### config.mk
export PLATFORM = sky130hd
export DESIGN_NAME = rng_top
export DESIGN_NICKNAME = d
export VERILOG_FILES = /design/src/rng_data_pkg.sv /design/src/rng_ctrl_pkg.sv /design/src/rng_top.sv /design/src/hex_display.sv /design/src/save_slot.sv /design/src/lcg_generator.sv /design/src/roll_controller.sv /design/src/key_conditioner.sv
export SDC_FILE = /design/constraint.sdc
export NUM_CORES = 1
export LEC_CHECK = 0
export ABC_AREA = 1
export BUFFER_PORTS_ARGS = -buffer_cell sky130_fd_sc_hd__buf_2
export CAP_MARGIN = 0
export CORE_MARGIN = 8
export CORE_UTILIZATION = 55
export CTS_CLUSTER_SIZE = 30
export DETAILED_ROUTE_END_ITERATION = 8
export PLACE_DENSITY = 0.71
export SLEW_MARGIN = 5
export SYNTH_ARGS = -nofsm -noshare
export SYNTH_HDL_FRONTEND = slang
export SYNTH_HIERARCHICAL = 1
export SYNTH_SLANG_ARGS = --single-unit
### constraint.sdc
create_clock -name i_clk -period 14.39 [get_ports i_clk]
set_input_delay 1.439 -clock i_clk [delete_from_list [all_inputs] [get_ports i_clk]]
set_output_delay 1.439 -clock i_clk [all_outputs]
set_load 0.02 [all_outputs]
### src/rng_data_pkg.sv
package rng_data_pkg;

	typedef logic [3:0] lcg_value_t;

	// active low, bit 6 is segment g and bit 0 is segment a
	typedef logic [6:0] seg_pattern_t;

	typedef struct packed {
		logic       empty;
		lcg_value_t value;
	} slot_entry_t;

	// next = (LCG_MUL * value + LCG_INC) mod 16
	localparam logic [4:0] LCG_MUL = 5'd11;
	localparam logic [4:0] LCG_INC = 5'd29;

	localparam lcg_value_t LCG_RESET_SEED = 4'd9;

endpackage

### src/rng_ctrl_pkg.sv
package rng_ctrl_pkg;

	// roll phases, stopped and final sit after the running ones
	typedef enum logic [2:0] {
		PH_IDLE    = 3'd0,
		PH_FAST    = 3'd1,
		PH_MEDIUM  = 3'd2,
		PH_SLOW    = 3'd3,
		PH_STOPPED = 3'd4,
		PH_FINAL   = 3'd5
	} phase_t;

	// one-cycle key presses after debouncing
	typedef struct packed {
		logic start;
		logic stop;
		logic save;
	} key_pulse_t;

endpackage
### src/rng_top.sv
`timescale 1ns/1ps

module rng_top
	import rng_ctrl_pkg::*;
	import rng_data_pkg::*;
#(
	parameter int DEBOUNCE_CYCLES = 1_000_000,
	parameter int FAST_LEN        = 100_000_000,
	parameter int MEDIUM_LEN      = 100_000_000,
	parameter int SLOW_LEN        = 100_000_000,
	parameter int FAST_STEP       = 600_000,
	parameter int MEDIUM_STEP     = 2_000_000,
	parameter int SLOW_STEP       = 8_000_000,
	parameter int TIMER_W         = 30
) (
	input  logic         i_clk,
	input  logic         i_rst_n,
	input  logic         i_key_start,
	input  logic         i_key_stop,
	input  logic         i_key_save,
	output seg_pattern_t o_seg_random,
	output seg_pattern_t o_seg_saved,
	output phase_t       o_phase
);

	key_pulse_t  pulse;
	phase_t      phase;
	logic        step;
	logic        seed_load;
	lcg_value_t  seed;
	lcg_value_t  value;
	slot_entry_t shown;

	assign o_phase = phase;

	key_conditioner #(
		.DEBOUNCE_CYCLES(DEBOUNCE_CYCLES)
	) u_key_conditioner (
		.i_clk  (i_clk),
		.i_rst_n(i_rst_n),
		.i_keys ({i_key_start, i_key_stop, i_key_save}),
		.o_pulse(pulse)
	);

	roll_controller #(
		.FAST_LEN   (FAST_LEN),
		.MEDIUM_LEN (MEDIUM_LEN),
		.SLOW_LEN   (SLOW_LEN),
		.FAST_STEP  (FAST_STEP),
		.MEDIUM_STEP(MEDIUM_STEP),
		.SLOW_STEP  (SLOW_STEP),
		.TIMER_W    (TIMER_W)
	) u_roll_controller (
		.i_clk      (i_clk),
		.i_rst_n    (i_rst_n),
		.i_pulse    (pulse),
		.o_phase    (phase),
		.o_step     (step),
		.o_seed_load(seed_load),
		.o_seed     (seed)
	);

	lcg_generator u_lcg_generator (
		.i_clk      (i_clk),
		.i_rst_n    (i_rst_n),
		.i_step     (step),
		.i_seed_load(seed_load),
		.i_seed     (seed),
		.o_value    (value)
	);

	save_slot u_save_slot (
		.i_clk  (i_clk),
		.i_rst_n(i_rst_n),
		.i_phase(phase),
		.i_save (pulse.save),
		.i_value(value),
		.o_shown(shown)
	);

	hex_display u_hex_display (
		.i_clk       (i_clk),
		.i_rst_n     (i_rst_n),
		.i_value     (value),
		.i_shown     (shown),
		.o_seg_random(o_seg_random),
		.o_seg_saved (o_seg_saved)
	);

endmodule

### src/hex_display.sv
`timescale 1ns/1ps

module hex_display
	import rng_data_pkg::*;
(
	input  logic         i_clk,
	input  logic         i_rst_n,
	input  lcg_value_t   i_value,
	input  slot_entry_t  i_shown,
	output seg_pattern_t o_seg_random,
	output seg_pattern_t o_seg_saved
);

	localparam seg_pattern_t SEG_BLANK = 7'b111_1111;

	function automatic seg_pattern_t seg_decode(input lcg_value_t digit);
		seg_pattern_t seg;
		case (digit)
			4'h0: seg = 7'b100_0000;
			4'h1: seg = 7'b111_1001;
			4'h2: seg = 7'b010_0100;
			4'h3: seg = 7'b011_0000;
			4'h4: seg = 7'b001_1001;
			4'h5: seg = 7'b001_0010;
			4'h6: seg = 7'b000_0010;
			4'h7: seg = 7'b111_1000;
			4'h8: seg = 7'b000_0000;
			4'h9: seg = 7'b001_0000;
			// lower-case b and d keep them apart from 8 and 0
			4'ha: seg = 7'b000_1000;
			4'hb: seg = 7'b000_0011;
			4'hc: seg = 7'b100_0110;
			4'hd: seg = 7'b010_0001;
			4'he: seg = 7'b000_0110;
			default: seg = 7'b000_1110;
		endcase
		return seg;
	endfunction

	always_ff @(posedge i_clk or negedge i_rst_n) begin
		if (!i_rst_n) begin
			o_seg_random <= seg_decode(LCG_RESET_SEED);
			o_seg_saved  <= SEG_BLANK;
		end else begin
			o_seg_random <= seg_decode(i_value);
			o_seg_saved  <= i_shown.empty ? SEG_BLANK : seg_decode(i_shown.value);
		end
	end

endmodule

### src/save_slot.sv
`timescale 1ns/1ps

module save_slot
	import rng_ctrl_pkg::*;
	import rng_data_pkg::*;
(
	input  logic        i_clk,
	input  logic        i_rst_n,
	input  phase_t      i_phase,
	input  logic        i_save,
	input  lcg_value_t  i_value,
	output slot_entry_t o_shown
);

	localparam slot_entry_t SLOT_EMPTY = '{empty: 1'b1, value: '0};

	slot_entry_t stored_q;
	slot_entry_t shown_q;
	logic        can_write;

	assign o_shown   = shown_q;
	assign can_write = (i_phase == PH_STOPPED) || (i_phase == PH_FINAL);

	always_ff @(posedge i_clk or negedge i_rst_n) begin
		if (!i_rst_n) begin
			stored_q <= SLOT_EMPTY;
			shown_q  <= SLOT_EMPTY;
		end else begin
			if (i_save && can_write) begin
				stored_q <= '{empty: 1'b0, value: i_value};
			end
			// recall only in idle, blank everywhere else
			if (i_phase != PH_IDLE) begin
				shown_q <= SLOT_EMPTY;
			end else if (i_save) begin
				shown_q <= stored_q;
			end
		end
	end

endmodule

### src/lcg_generator.sv
`timescale 1ns/1ps

module lcg_generator
	import rng_data_pkg::*;
(
	input  logic       i_clk,
	input  logic       i_rst_n,
	input  logic       i_step,
	input  logic       i_seed_load,
	input  lcg_value_t i_seed,
	output lcg_value_t o_value
);

	lcg_value_t value_q;
	lcg_value_t lcg_next;
	logic [9:0] lcg_full;

	assign o_value = value_q;

	always_comb begin
		lcg_full = LCG_MUL * value_q + LCG_INC;
		// mod 16 is just the low nibble
		lcg_next = lcg_full[3:0];
	end

	always_ff @(posedge i_clk or negedge i_rst_n) begin
		if (!i_rst_n) begin
			value_q <= LCG_RESET_SEED;
		end else if (i_seed_load) begin
			value_q <= i_seed;
		end else if (i_step) begin
			value_q <= lcg_next;
		end
	end

endmodule

### src/roll_controller.sv
`timescale 1ns/1ps

module roll_controller
	import rng_ctrl_pkg::*;
	import rng_data_pkg::*;
#(
	parameter int FAST_LEN    = 100_000_000,
	parameter int MEDIUM_LEN  = 100_000_000,
	parameter int SLOW_LEN    = 100_000_000,
	parameter int FAST_STEP   = 600_000,
	parameter int MEDIUM_STEP = 2_000_000,
	parameter int SLOW_STEP   = 8_000_000,
	parameter int TIMER_W     = 30
) (
	input  logic       i_clk,
	input  logic       i_rst_n,
	input  key_pulse_t i_pulse,
	output phase_t     o_phase,
	output logic       o_step,
	output logic       o_seed_load,
	output lcg_value_t o_seed
);

	phase_t             phase_q;
	phase_t             phase_d;
	phase_t             resume_q;
	phase_t             resume_d;
	phase_t             next_run;
	logic [TIMER_W-1:0] timer_q;
	logic [TIMER_W-1:0] timer_d;
	logic [TIMER_W-1:0] timer_inc;
	lcg_value_t         seed_q;
	logic               len_hit;
	logic               step_due;
	logic               step_d;
	logic               seed_load_d;

	assign o_phase = phase_q;
	assign o_seed  = seed_q;

	// per-phase length, step period and successor
	always_comb begin
		timer_inc = timer_q + 1'b1;
		len_hit   = 1'b0;
		step_due  = 1'b0;
		next_run  = PH_FINAL;
		case (phase_q)
			PH_FAST: begin
				len_hit  = (timer_inc == TIMER_W'(FAST_LEN));
				step_due = ((timer_inc % TIMER_W'(FAST_STEP)) == '0);
				next_run = PH_MEDIUM;
			end
			PH_MEDIUM: begin
				len_hit  = (timer_inc == TIMER_W'(MEDIUM_LEN));
				step_due = ((timer_inc % TIMER_W'(MEDIUM_STEP)) == '0);
				next_run = PH_SLOW;
			end
			PH_SLOW: begin
				len_hit  = (timer_inc == TIMER_W'(SLOW_LEN));
				step_due = ((timer_inc % TIMER_W'(SLOW_STEP)) == '0);
				next_run = PH_FINAL;
			end
			default: begin
				len_hit  = 1'b0;
				step_due = 1'b0;
			end
		endcase
	end

	always_comb begin
		phase_d     = phase_q;
		resume_d    = resume_q;
		timer_d     = timer_q;
		step_d      = 1'b0;
		seed_load_d = 1'b0;
		case (phase_q)
			PH_IDLE: begin
				if (i_pulse.start) begin
					phase_d     = PH_FAST;
					timer_d     = '0;
					seed_load_d = 1'b1;
				end
			end
			PH_FAST, PH_MEDIUM, PH_SLOW: begin
				if (i_pulse.stop) begin
					// timer is kept so the phase picks up where it left
					phase_d  = PH_STOPPED;
					resume_d = phase_q;
				end else begin
					step_d = step_due;
					if (len_hit) begin
						phase_d = next_run;
						timer_d = '0;
					end else begin
						timer_d = timer_inc;
					end
				end
			end
			PH_STOPPED: begin
				if (i_pulse.stop) begin
					phase_d = resume_q;
				end
			end
			PH_FINAL: begin
				if (i_pulse.start) begin
					phase_d = PH_IDLE;
					timer_d = '0;
				end
			end
			default: begin
				phase_d = PH_IDLE;
				timer_d = '0;
			end
		endcase
	end

	always_ff @(posedge i_clk or negedge i_rst_n) begin
		if (!i_rst_n) begin
			phase_q     <= PH_IDLE;
			resume_q    <= PH_FAST;
			timer_q     <= '0;
			seed_q      <= '0;
			o_step      <= 1'b0;
			o_seed_load <= 1'b0;
		end else begin
			phase_q     <= phase_d;
			resume_q    <= resume_d;
			timer_q     <= timer_d;
			o_step      <= step_d;
			o_seed_load <= seed_load_d;
			// seed depends on how long the user waits in idle
			if (phase_q == PH_IDLE) begin
				seed_q <= seed_q + 1'b1;
			end
		end
	end

endmodule

### src/key_conditioner.sv
`timescale 1ns/1ps

module key_conditioner
	import rng_ctrl_pkg::*;
#(
	parameter int DEBOUNCE_CYCLES = 1_000_000
) (
	input  logic       i_clk,
	input  logic       i_rst_n,
	input  logic [2:0] i_keys,
	output key_pulse_t o_pulse
);

	localparam int CNT_W = $clog2(DEBOUNCE_CYCLES + 1);

	logic [2:0]       sync_a;
	logic [2:0]       sync_b;
	logic [2:0]       level;
	logic [2:0]       press;
	logic [CNT_W-1:0] stable_cnt [3];

	// bit order follows key_pulse_t: start, stop, save
	assign o_pulse = key_pulse_t'(press);

	always_ff @(posedge i_clk or negedge i_rst_n) begin
		if (!i_rst_n) begin
			sync_a <= '0;
			sync_b <= '0;
			level  <= '0;
			press  <= '0;
			for (int k = 0; k < 3; k++) begin
				stable_cnt[k] <= '0;
			end
		end else begin
			sync_a <= i_keys;
			sync_b <= sync_a;
			for (int k = 0; k < 3; k++) begin
				press[k] <= 1'b0;
				if (sync_b[k] == level[k]) begin
					// bounce, start over
					stable_cnt[k] <= '0;
				end else if (stable_cnt[k] == CNT_W'(DEBOUNCE_CYCLES - 1)) begin
					stable_cnt[k] <= '0;
					level[k]      <= sync_b[k];
					// only the press edge makes a pulse
					press[k]      <= sync_b[k];
				end else begin
					stable_cnt[k] <= stable_cnt[k] + 1'b1;
				end
			end
		end
	end

endmodule

==> results.md, run 1 <==
* Run status: complete, no violations
* Net count reported at finish at 3419
* Worst r2r src: u_roll_controller/timer_q[0]
* Most common cell after layout, fill and taps aside: nand2_1
* Sw Pwr at 0.225 mW
* Period utilization at 88.8%
* Max transition margin at 24.9%
* Most frequent CP cell: nand2_1
* Top delay family on crit path: simple AND/OR/NAND/NOR gates
* Initial antenna violation count at 0
* Max-cap viol count at 0
* Vias in the first global route at 18900
* Die ar. at 41700 um^2
* EDFF count, synth at 0
* Die H at 204 um
* Via count at 20500
* Fin. Hold Viols at 0
* Routing usage on met2 at 41.4%
* WL per Instance at 13.0 um
* H-tree levels at 4
* WL final at 50.2 mm
* R2r endpoint: u_roll_controller/o_step
* WP depth at 93
* Detailed-router iteration count before antenna repair at 6
* Top post-synthesis cells by area: nand2_1, dfrtp_1, nand3_1
* Primary FF master, synth: dfrtp_1
* Sink Count at 142
* Post-DP HPWL at 40.0 mm
* Synthesized area per cell at 5.77 um^2
* Syn. warnings at 6
* Port Buf Inserts at 21
* Num CTS Buffers at 17
* Drc violations at 0
* Met1 usage at 32.3%
* Core area at 35200 um^2
* Routability cong. at 0.919
* Clock transition at path regs at 70 ps
* CTS tree: built
* Part of the Yosys area used for sequential elements at 18.3%
* Distinct cells, synth at 63
* Worst Hold Class: flop to flop
* Crit Path Category: flop to flop
* Global route hottest layer: met2
* Worst Max-Slew Pin Slew at 1120 ps
* Setup Buffers After CTS at 0
* Layout area overhead at 5.46%
* Top cell type by total area after synthesis: nand2_1
* Chip Width at 204 um
* Peak supply drop at 0.0000803 V
* # setup viols final at 0
* Worst R2R Setup Slack at 1620 ps
* Commonest non-fill, non-tap cells in the layout: nand2_1, nand3_1, inv_1, nor2_1, nand2_2
* FF-to-FF path depth at 93
* Overall power at 0.897 mW
* Sw Share at 25.1%
* Slowest CP cell: dfrtp_1
* Crit path required time at 14750 ps
* Largest net degree at the start of global routing at 74
* Clk root buf: clkbuf_16
* Aggregate global routing overflow at 0
* Post-Route Skew at 11.9 ps
* Hold path depth at 0
* Arr. time, crit path at 13130 ps
* Total global-route track usage at 23.9%
* Cell row count at 69
* Buffer depth of the longest clock path at 2
* Vias/cell at 5.32
* Fmax at 0.0783 GHz
* CP Launch Type: flop
* Synth Cell Area at 19500 um^2
* Skew-Pair Late Insertion Delay at 430 ps
* Layout cell share with drive strength beyond 1 at 13.6%
* Unrepaired setup endpoints after global routing: false
* CP endpoint: u_roll_controller/o_step
* Bufs and invs on worst path at 7
* Reg power frac at 45.1%
* IO Pins at 22
* Syn_nets at 3410
* Pwr dens at 43.6 nW/um^2
* Met3 global-route usage at 1.90%
* First-pass GRT wire length at 86.5 mm
* Inserted Diodes at 0
* Cell leakage power at 11.4 nW
* Clock power frac at 53.0%
* Final core occ at 58.4%
* CP Launch Point: u_roll_controller/timer_q[0]
* Synth async-reset ratio at 100%
* Share of the synthesized area in the top cell type at 21.9%
* Seq cells post-synth at 142
* Initial DRC count at 1300
* Internal power at 0.672 mW
* Setup tns final at 0 ps
* Final min period at 12770 ps
* Worst Path Max Fanout at 23
* Cells after synthesis at 3380
* Post-DRT Antenna Nets at 0
* Count of pins over their slew limit at 0
* Crit end category: flop
* Crit-path max cell delay at 430 ps
* Initial Utilization at 55.3%
* Layout fillers at 3604
* Comb power frac at 2.0%
-- registers in the layout (all words and copies together), names as in the netlist --
| register | cells |
|---|---|
| u_roll_controller/timer_q | 30 |
| u_key_conditioner/level | 3 |
| u_key_conditioner/sync_b | 3 |
| u_key_conditioner/stable_cnt | 60 |
| u_roll_controller/o_phase | 3 |
| u_roll_controller/resume_q | 3 |
| u_hex_display/o_seg_saved | 7 |
| u_save_slot/stored_q | 5 |
| u_roll_controller/o_step | 1 |
| u_lcg_generator/o_value | 4 |
| u_key_conditioner/sync_a | 3 |
| u_save_slot/o_shown | 5 |
| u_roll_controller/o_seed_load | 1 |
| u_key_conditioner/o_pulse | 3 |
| u_roll_controller/o_seed | 4 |
| u_hex_display/o_seg_random | 7 |
-- routing by layer --
| layer | wire (um) | vias to the layer above |
|---|---|---|
| met1 | 24200 | 9329 |
| met5 | 0 | - |
| met4 | 493 | 0 |
| met2 | 23800 | 399 |
| met3 | 1620 | 38 |
| li1 | - | 10800 |
-- cells by family after synthesis --
kind of cell	after synthesis	synth area share, %
flops	142	18.3
simple gates	2348	55.6
mux	1	0.0578
compound gates	259	7.76
xor+xnor	129	6.16
fa+ha+maj	25	1.60
buf+inv	476	10.5
-- repair_timing --
| item | in CTS | in global routing |
|---|---|---|
| hold buffers | 0 | 0 |
| gates resized for setup | 0 | 13 |
| endpoints found under the setup margin | 0 | 1 |
| hold endpoints to repair | 0 | 0 |
-- cell type report --
type | count | area, um^2 | share of cell area, %
Clock buffer | 17 | 425 | 2.07
Clock inverter | 15 | 195 | 0.949
Inverter | 437 | 1670 | 8.14
Multi-Input combinational cell | 2762 | 13900 | 67.8
Sequential cell | 142 | 3570 | 17.4
Tap cell | 461 | 577 | 2.81
Timing Repair Buffer | 29 | 171 | 0.834
-- worst min path at each step --
stage | slack, ps | end | from
floorplan | 330 | u_key_conditioner/sync_b[0] | u_key_conditioner/sync_a[0]
global placement | 340 | u_key_conditioner/sync_b[1] | u_key_conditioner/sync_a[1]
detailed placement | 350 | u_key_conditioner/sync_b[1] | u_key_conditioner/sync_a[1]
CTS | 350 | u_key_conditioner/sync_b[1] | u_key_conditioner/sync_a[1]
global route | 360 | u_key_conditioner/sync_b[1] | u_key_conditioner/sync_a[1]
finish | 350 | u_key_conditioner/sync_b[1] | u_key_conditioner/sync_a[1]
-- Yosys cell counts (16+ instances only) --
library cell,count
nand3b_1,16
o21ai_0,91
xor2_1,96
a21oi_1,61
o21ai_1,31
dfrtp_1,129
nand3_1,396
nor2_1,377
xnor2_1,25
nand3_2,27
buf_6,16
ha_1,25
inv_2,45
o22ai_1,25
nor2_4,23
inv_1,383
nand2_1,1139
nor3_1,18
nand4_1,86
nor2_2,58
nand2_2,160
nand2_4,18
-- through the flow --
| stage | cell area, um^2 | hold WS, ps | instances | worst slack [ps] |
|---|---|---|---|---|
| after floorplan | 19500 | 331 | 3380 | 4140 |
| final | 20600 | 347 | 3863 | 1620 |
| after detailed placement | 19900 | 346 | 3831 | 889 |
| after global placement | 19900 | 336 | 3831 | 1420 |
| after global routing | 20600 | 359 | 3863 | 25.3 |
| after CTS | 20500 | 353 | 3863 | 857 |
-- power groups by stage --
stage / Sequential [mW] / Combinational (mW) / Clock, mW
floorplan: 0.411 / 0.00740 / 0
global placement: 0.412 / 0.0179 / 0
detailed placement: 0.412 / 0.0186 / 0
CTS: 0.404 / 0.0187 / 0.489
global route: 0.405 / 0.0208 / 0.502
finish: 0.404 / 0.0177 / 0.475
-- worst reg2reg max path: cells and delay by family, from the launching register on --
kind / cells / cell delay, ps
adder cells (fa/ha/maj): 1 / 250
AND/OR/NAND/NOR: 81 / 10430
AO/OA/AOI/OAI: 4 / 840
flip-flops: 1 / 430
buffers and inverters: 7 / 780
No activity file was read; power rests on OpenSTA's default activity.
==> run 2: changes to the inputs <==
--- a/config.mk
+++ b/config.mk
@@ -8,11 +8,13 @@
 export ABC_AREA = 1
 export BUFFER_PORTS_ARGS = -buffer_cell sky130_fd_sc_hd__buf_2
 export CAP_MARGIN = 0
+export CELL_PAD_IN_SITES_DETAIL_PLACEMENT = 0
+export CELL_PAD_IN_SITES_GLOBAL_PLACEMENT = 2
 export CORE_MARGIN = 8
-export CORE_UTILIZATION = 55
+export CORE_UTILIZATION = 35
 export CTS_CLUSTER_SIZE = 30
 export DETAILED_ROUTE_END_ITERATION = 8
-export PLACE_DENSITY = 0.71
+export PLACE_DENSITY_LB_ADDON = 0.1
 export SLEW_MARGIN = 5
 export SYNTH_ARGS = -nofsm -noshare
 export SYNTH_HDL_FRONTEND = slang
==> run 2 against run 1 <==
Compared with the run above: flip-flop and latch count unchanged; global-route usage decreased by 6.0 points; wire length up 14%; utilization decreased by 20 points; clock skew increased by 6.3 ps; hold slack better by 7.5 ps.
==> results.md, run 2 (synthesized netlist as in run 1, its figures left out) <==
* Sink Count at 142 (unchanged)
* Register name with the most flops: u_key_conditioner/stable_cnt
* Max transition margin at 30.7% (+5.8 points)
* Die H at 252 um (+23%)
* Crit-path max cell delay at 440 ps (about the same)
* Aggregate global routing overflow at 0 (unchanged)
* First-pass GRT wire length at 95.9 mm (+11%)
* Most common cell after layout, fill and taps aside: nand2_1
* Chip Width at 252 um (+23%)
* Top flop regs: u_key_conditioner/stable_cnt: 60 flops, u_roll_controller/timer_q: 30 flops
* Initial Utilization at 35.4% (-20 points)
* Pwr dens at 42.1 nW/um^2 (-3.6%)
* WL per Instance at 13.7 um (+5.9%)
* Bufs and invs on worst path at 9 (+2)
* Arr. time, crit path at 13180 ps (+50 ps)
* Cell leakage power at 11.5 nW (+0.46%)
* # setup viols final at 0 (unchanged)
* Cell row count at 86 (+25%)
* Fmax at 0.0781 GHz (-0.26%)
* Clk root buf: clkbuf_16
* Net count reported at finish at 3430 (+0.32%)
* Via count at 20400 (-0.85%)
* Unrepaired setup endpoints after global routing: false
* CTS tree: built
* Crit end category: flop
* Max-cap viol count at 0 (unchanged)
* Hold path depth at 0 (unchanged)
* Worst Hold Class: flop to flop
* IO Pins at 22 (unchanged)
* Routability cong. at 0.857 (-6.8%)
* Final instance area at 21100 um^2 (+2.5%)
* Layout fillers at 6138 (+70%)
* Core area at 55100 um^2 (+56%)
* Detailed-router iteration count before antenna repair at 5 (-1)
* Post-Route Skew at 18.2 ps (+6.34 ps)
* Count of pins over their slew limit at 0 (unchanged)
* Total global-route track usage at 17.9% (-6.0 points)
* Period utilization at 89.0% (+0.23 points)
* Largest net degree at the start of global routing at 78 (+5.4%)
* Num CTS Buffers at 17 (unchanged)
* Worst setup margin at 1580 ps (-33.0 ps)
* Peak supply drop at 0.0000783 V (-2.4%)
* Buffer depth of the longest clock path at 2 (unchanged)
* Worst Max-Slew Pin Slew at 1040 ps (-83.4 ps)
* Layout cell share with drive strength beyond 1 at 14.1% (+0.48 points)
* Clock transition at path regs at 60 ps (about the same)
* Initial antenna violation count at 0 (unchanged)
* Fin. Hold Viols at 0 (unchanged)
* Fin Hold WS at 355 ps (+7.50 ps)
* H-tree levels at 4 (unchanged)
* Commonest non-fill, non-tap cells in the layout: nand2_1, nand3_1, inv_1, nor2_1, nand2_2
* Place WS at 604 ps (-286 ps)
* CP Launch Type: flop
* FF-to-FF path depth at 95 (+2.2%)
* Top delay family on crit path: simple AND/OR/NAND/NOR gates
* Slowest CP cell: dfrtp_1
* Inserted Diodes at 0 (unchanged)
* Post-DP HPWL at 46.4 mm (+16%)
* Final core occ at 38.2% (-20 points)
* Die ar. at 63500 um^2 (+52%)
* Post-DRT Antenna Nets at 0 (unchanged)
* Most frequent CP cell: nand2_1
* Vias in the first global route at 18900 (+0.12%)
* Layout area overhead at 8.05%
* Dpl cell area at 20300 um^2 (+2.0%)
* Setup tns final at 0 ps (unchanged)
* WL final at 57.2 mm (+14%)
* Max FFs per register at 60 (unchanged)
* Vias/cell at 4.89 (-7.9%)
* Port Buf Inserts at 21 (unchanged)
* Drc violations at 0 (unchanged)
* Crit path required time at 14770 ps (+20 ps)
* Run status: complete, no violations
* Skew-Pair Late Insertion Delay at 460 ps (+30 ps)
* Crit Path Category: flop to flop
* Final min period at 12810 ps (+33.0 ps)
* Worst Path Max Fanout at 23 (unchanged)
* WP depth at 95 (+2.2%)
* Initial DRC count at 1062 (-18%)
## run 2: cell count changes in the layout (fill, tap and decap cells not counted), moves of 3 or more
cell / before / now
o21ai_4: 0 / 3
buf_4: 8 / 19
o21ai_0: 91 / 88
xor2_2: 7 / 10
## run 2: cell type report
class                      instances  area (um^2)  share of cell area [%]
multi-input combinational       2762        14000                    66.6
tap                              748          936                    4.44
sequential                       142         3570                    16.9
clock inverter                    14          173                   0.820
timing repair buffer              40          254                    1.21
clock buffer                      18          429                    2.04
inverter                         437         1670                    7.94
## run 2: final timing paths
check,start,end,slack [ps]
max in group asynchronous,i_rst_n,u_roll_controller/timer_q[17],11960
setup reg to reg,u_roll_controller/timer_q[0],u_roll_controller/o_step,1580
setup / recovery,u_roll_controller/timer_q[0],u_roll_controller/o_step,1580
hold / removal,u_key_conditioner/sync_a[1],u_key_conditioner/sync_b[1],350
hold reg to reg,u_key_conditioner/sync_a[1],u_key_conditioner/sync_b[1],350
min in group asynchronous,i_rst_n,u_key_conditioner/stable_cnt[28],1000
## run 2: worst reg2reg max path: cells and delay by family, from the launching register on
family / cells / cell delay (ps)
AND/OR/NAND/NOR: 82 / 10660
buffers and inverters: 9 / 880
AO/OA/AOI/OAI: 3 / 530
flip-flops: 1 / 440
adder cells (fa/ha/maj): 1 / 240
## run 2: repair_timing
item / in CTS / in global routing
gates resized for setup: 0 / 32
hold buffers: 0 / 0
setup buffers: 0 / 7
endpoints found under the setup margin: 0 / 1
## run 2: stage by stage
step                cells  power, mW
global placement     4122      0.431
global route         4161      0.925
CTS                  4154      0.906
finish               4161      0.886
detailed placement   4122      0.431
floorplan            3380      0.419
## run 2: layer usage
| metal | routed length (um) | global-route usage, % |
|---|---|---|
| met5 | 0 | 0 |
| met4 | 808 | 3.79 |
| met3 | 1410 | 2.14 |
| met2 | 25400 | 28.9 |
| met1 | 29600 | 25.3 |
## run 2: where the power goes
group          total, mW  internal, mW  switching [mW]  leakage [nW]
Clock              0.463         0.262           0.202         0.289
Sequential         0.404         0.402         0.00232          1.91
Combinational     0.0181       0.00377          0.0143          9.30
Total              0.886         0.668           0.218          11.5
==> run 3: changes to the inputs <==
--- a/config.mk
+++ b/config.mk
@@ -15,6 +15,7 @@
 export CTS_CLUSTER_SIZE = 30
 export DETAILED_ROUTE_END_ITERATION = 8
 export PLACE_DENSITY_LB_ADDON = 0.1
+export REMOVE_ABC_BUFFERS = 1
 export SLEW_MARGIN = 5
 export SYNTH_ARGS = -nofsm -noshare
 export SYNTH_HDL_FRONTEND = slang
==> run 3 against run 2 <==
Compared with the run above: hold slack lost 6.6 ps; non-clock buffer count grew 3; setup slack gained 59 ps; sequential power is essentially flat; largest power group unchanged; wire length grew 0.49%; clock skew shrank 6.4 ps; combinational power grew 2%.
==> results.md, run 3 (synthesized netlist as in run 1, its figures left out) <==
* Crit-path max cell delay at 460 ps (+20 ps)
* Fin Hold WS at 348 ps (-6.58 ps)
* Die ar. at 63500 um^2 (unchanged)
* Layout area overhead at 8.34%
* Num CTS Buffers at 17 (unchanged)
* Chip Width at 252 um (unchanged)
* Overall power at 0.893 mW (+0.78%)
* Final instance area at 21100 um^2 (+0.27%)
* CTS tree: built
* Vias in the first global route at 19300 (+1.8%)
* Layout fillers at 6193 (+0.90%)
* Worst Path Max Fanout at 18 (-22%)
* Aggregate global routing overflow at 0 (unchanged)
* Post-Layout Cell Count at 4168 (+0.17%)
* Post-DP HPWL at 46.5 mm (+0.19%)
* Cells after DPL at 4123 (+0.024%)
* Dpl cell area at 20300 um^2 (about the same)
* Port Buf Inserts at 21 (unchanged)
* Drc violations at 0 (unchanged)
* Routability cong. at 0.851 (-0.67%)
* Cell row count at 86 (unchanged)
* Total global-route track usage at 18.1% (+0.18 points)
* FF-to-FF path depth at 91 (-4.2%)
* Worst R2R Setup Slack at 1640 ps (+60 ps)
* Place WS at 668 ps (+64.5 ps)
* Hold buffer count at cts at 0 (unchanged)
* H-tree levels at 4 (unchanged)
* Clk root buf: clkbuf_16
* Buffer depth of the longest clock path at 2 (unchanged)
* First-pass GRT wire length at 97.1 mm (+1.2%)
* Cell leakage power at 11.6 nW (+0.50%)
* Setup tns final at 0 ps (unchanged)
* Post-Route Skew at 11.9 ps (-6.38 ps)
* Crit end category: flop
* Worst Hold Class: flop to flop
* Crit path required time at 14770 ps (about the same)
* Via count at 20400 (+0.13%)
* Register area at 3570 um^2 (unchanged)
* HP Start: u_key_conditioner/sync_a[1]
* WL per Instance at 13.8 um (+0.32%)
* Layout cell share with drive strength beyond 1 at 14.2% (+0.15 points)
* Die H at 252 um (unchanged)
* Max transition margin at 31.4% (+0.68 points)
* Vias/cell at 4.89 (about the same)
* Post-DRT Antenna Nets at 0 (unchanged)
* # setup viols final at 0 (unchanged)
* Run status: complete, no violations
* Worst r2r src: u_roll_controller/timer_q[0]
* WL final at 57.5 mm (+0.49%)
* Max FFs per register at 60 (unchanged)
* Commonest non-fill, non-tap cells in the layout: nand2_1, nand3_1, inv_1, nor2_1, nand2_2
* Fin. Hold Viols at 0 (unchanged)
* Worst Max-Slew Pin Slew at 1020 ps (-17.1 ps)
* CP Launch Type: flop
* Inserted Diodes at 0 (unchanged)
* Register name with the most flops: u_key_conditioner/stable_cnt
* Initial Utilization at 35.4% (unchanged)
* Final core occ at 38.3% (+0.10 points)
* Count of pins over their slew limit at 0 (unchanged)
* Slowest CP cell: xor2_1
* Crit Path Category: flop to flop
* Hold path depth at 0 (unchanged)
* IO Pins at 22 (unchanged)
* Largest net degree at the start of global routing at 89 (+14%)
* Top flop regs: u_key_conditioner/stable_cnt: 60 flops, u_roll_controller/timer_q: 30 flops
* Sink Count at 142 (unchanged)
* Final min period at 12750 ps (-59.2 ps)
* Arr. time, crit path at 13130 ps (-50 ps)
* Worst setup margin at 1640 ps (+59.2 ps)
* Net count reported at finish at 3437 (+0.20%)
* Initial antenna violation count at 0 (unchanged)
* Skew-Pair Late Insertion Delay at 450 ps (about the same)
* Most frequent CP cell: nand2_1
* Most common cell after layout, fill and taps aside: nand2_1
* Peak supply drop at 0.0000807 V (+3.0%)
* R2r endpoint: u_roll_controller/o_step
* Detailed-router iteration count before antenna repair at 5 (unchanged)
* Clock transition at path regs at 70 ps (about the same)
* Max-cap viol count at 0 (unchanged)
* Fmax at 0.0784 GHz (+0.46%)
* Period utilization at 88.6% (-0.41 points)
* Core area at 55100 um^2 (unchanged)
* Initial DRC count at 1073 (+1.0%)
* WHS Endpoint: u_key_conditioner/sync_b[1]
* Pwr dens at 42.3 nW/um^2 (+0.51%)
* Multi-input combinational cell area at 14100 um^2 (+0.22%)
-- run 3: changes by cell type in the layout (fill, tap and decap cells not counted), moves of 3 or more --
cell | before | now
buf_4 | 19 | 22
inv_6 | 3 | 6
inv_8 | 4 | 1
nand2_2 | 161 | 158
nand2_4 | 20 | 23
nor2_1 | 376 | 372
nor2_2 | 56 | 62
xor2_1 | 93 | 96
xor2_2 | 10 | 7
-- run 3: timing repair --
action	4_1_cts	5_1_grt
endpoints found under the hold margin	0	0
gates resized for setup	0	32
setup endpoints to repair	0	1
buffers inserted	0	9
-- run 3: worst max path at each step --
| stage | slack, ps | end | depth (start not counted) | startpoint |
|---|---|---|---|---|
| detailed placement | 670 | u_roll_controller/o_step | 93 | u_roll_controller/timer_q[0] |
| global route | -20 | u_roll_controller/o_step | 94 | u_roll_controller/timer_q[0] |
| floorplan | 3170 | u_roll_controller/o_step | 89 | u_roll_controller/timer_q[0] |
| global placement | 1080 | u_roll_controller/o_step | 93 | u_roll_controller/timer_q[0] |
| CTS | 620 | u_roll_controller/o_step | 93 | u_roll_controller/timer_q[0] |
| finish | 1640 | u_roll_controller/o_step | 91 | u_roll_controller/timer_q[0] |
-- run 3: cell type report --
| type | instances | share of cell area (%) |
|---|---|---|
| Multi-Input combinational cell | 2766 | 66.6 |
| Sequential cell | 142 | 16.9 |
| Inverter | 437 | 7.92 |
| Tap cell | 748 | 4.43 |
| Clock buffer | 20 | 2.16 |
| Timing Repair Buffer | 43 | 1.31 |
| Clock inverter | 12 | 0.699 |
-- run 3: layer usage --
metal | vias up | GRT usage [%] | share of wire, %
li1 | 10800 | - | -
met1 | 9300 | 25.0 | 50
met2 | 246 | 30.2 | 46
met3 | 35 | 2.24 | 2.4
met4 | 0 | 3.32 | 1.2
met5 | - | 0 | 0
-- run 3: worst max-delay path: cells and delay by family, from the launching register on --
family	cells	cell delay (ps)
and+or+nand+nor	77	9670
AOI/OAI and AO/OA	5	1110
buffers and inverters	7	720
DFF	1	440
adders and majority gates	1	240
xor gates and xnor gates	1	460
-- run 3: power breakdown --
group	total (mW)	internal, mW	switching [mW]
Clock	0.470	0.269	0.200
Sequential	0.405	0.402	0.00241
Combinational	0.0185	0.00378	0.0147
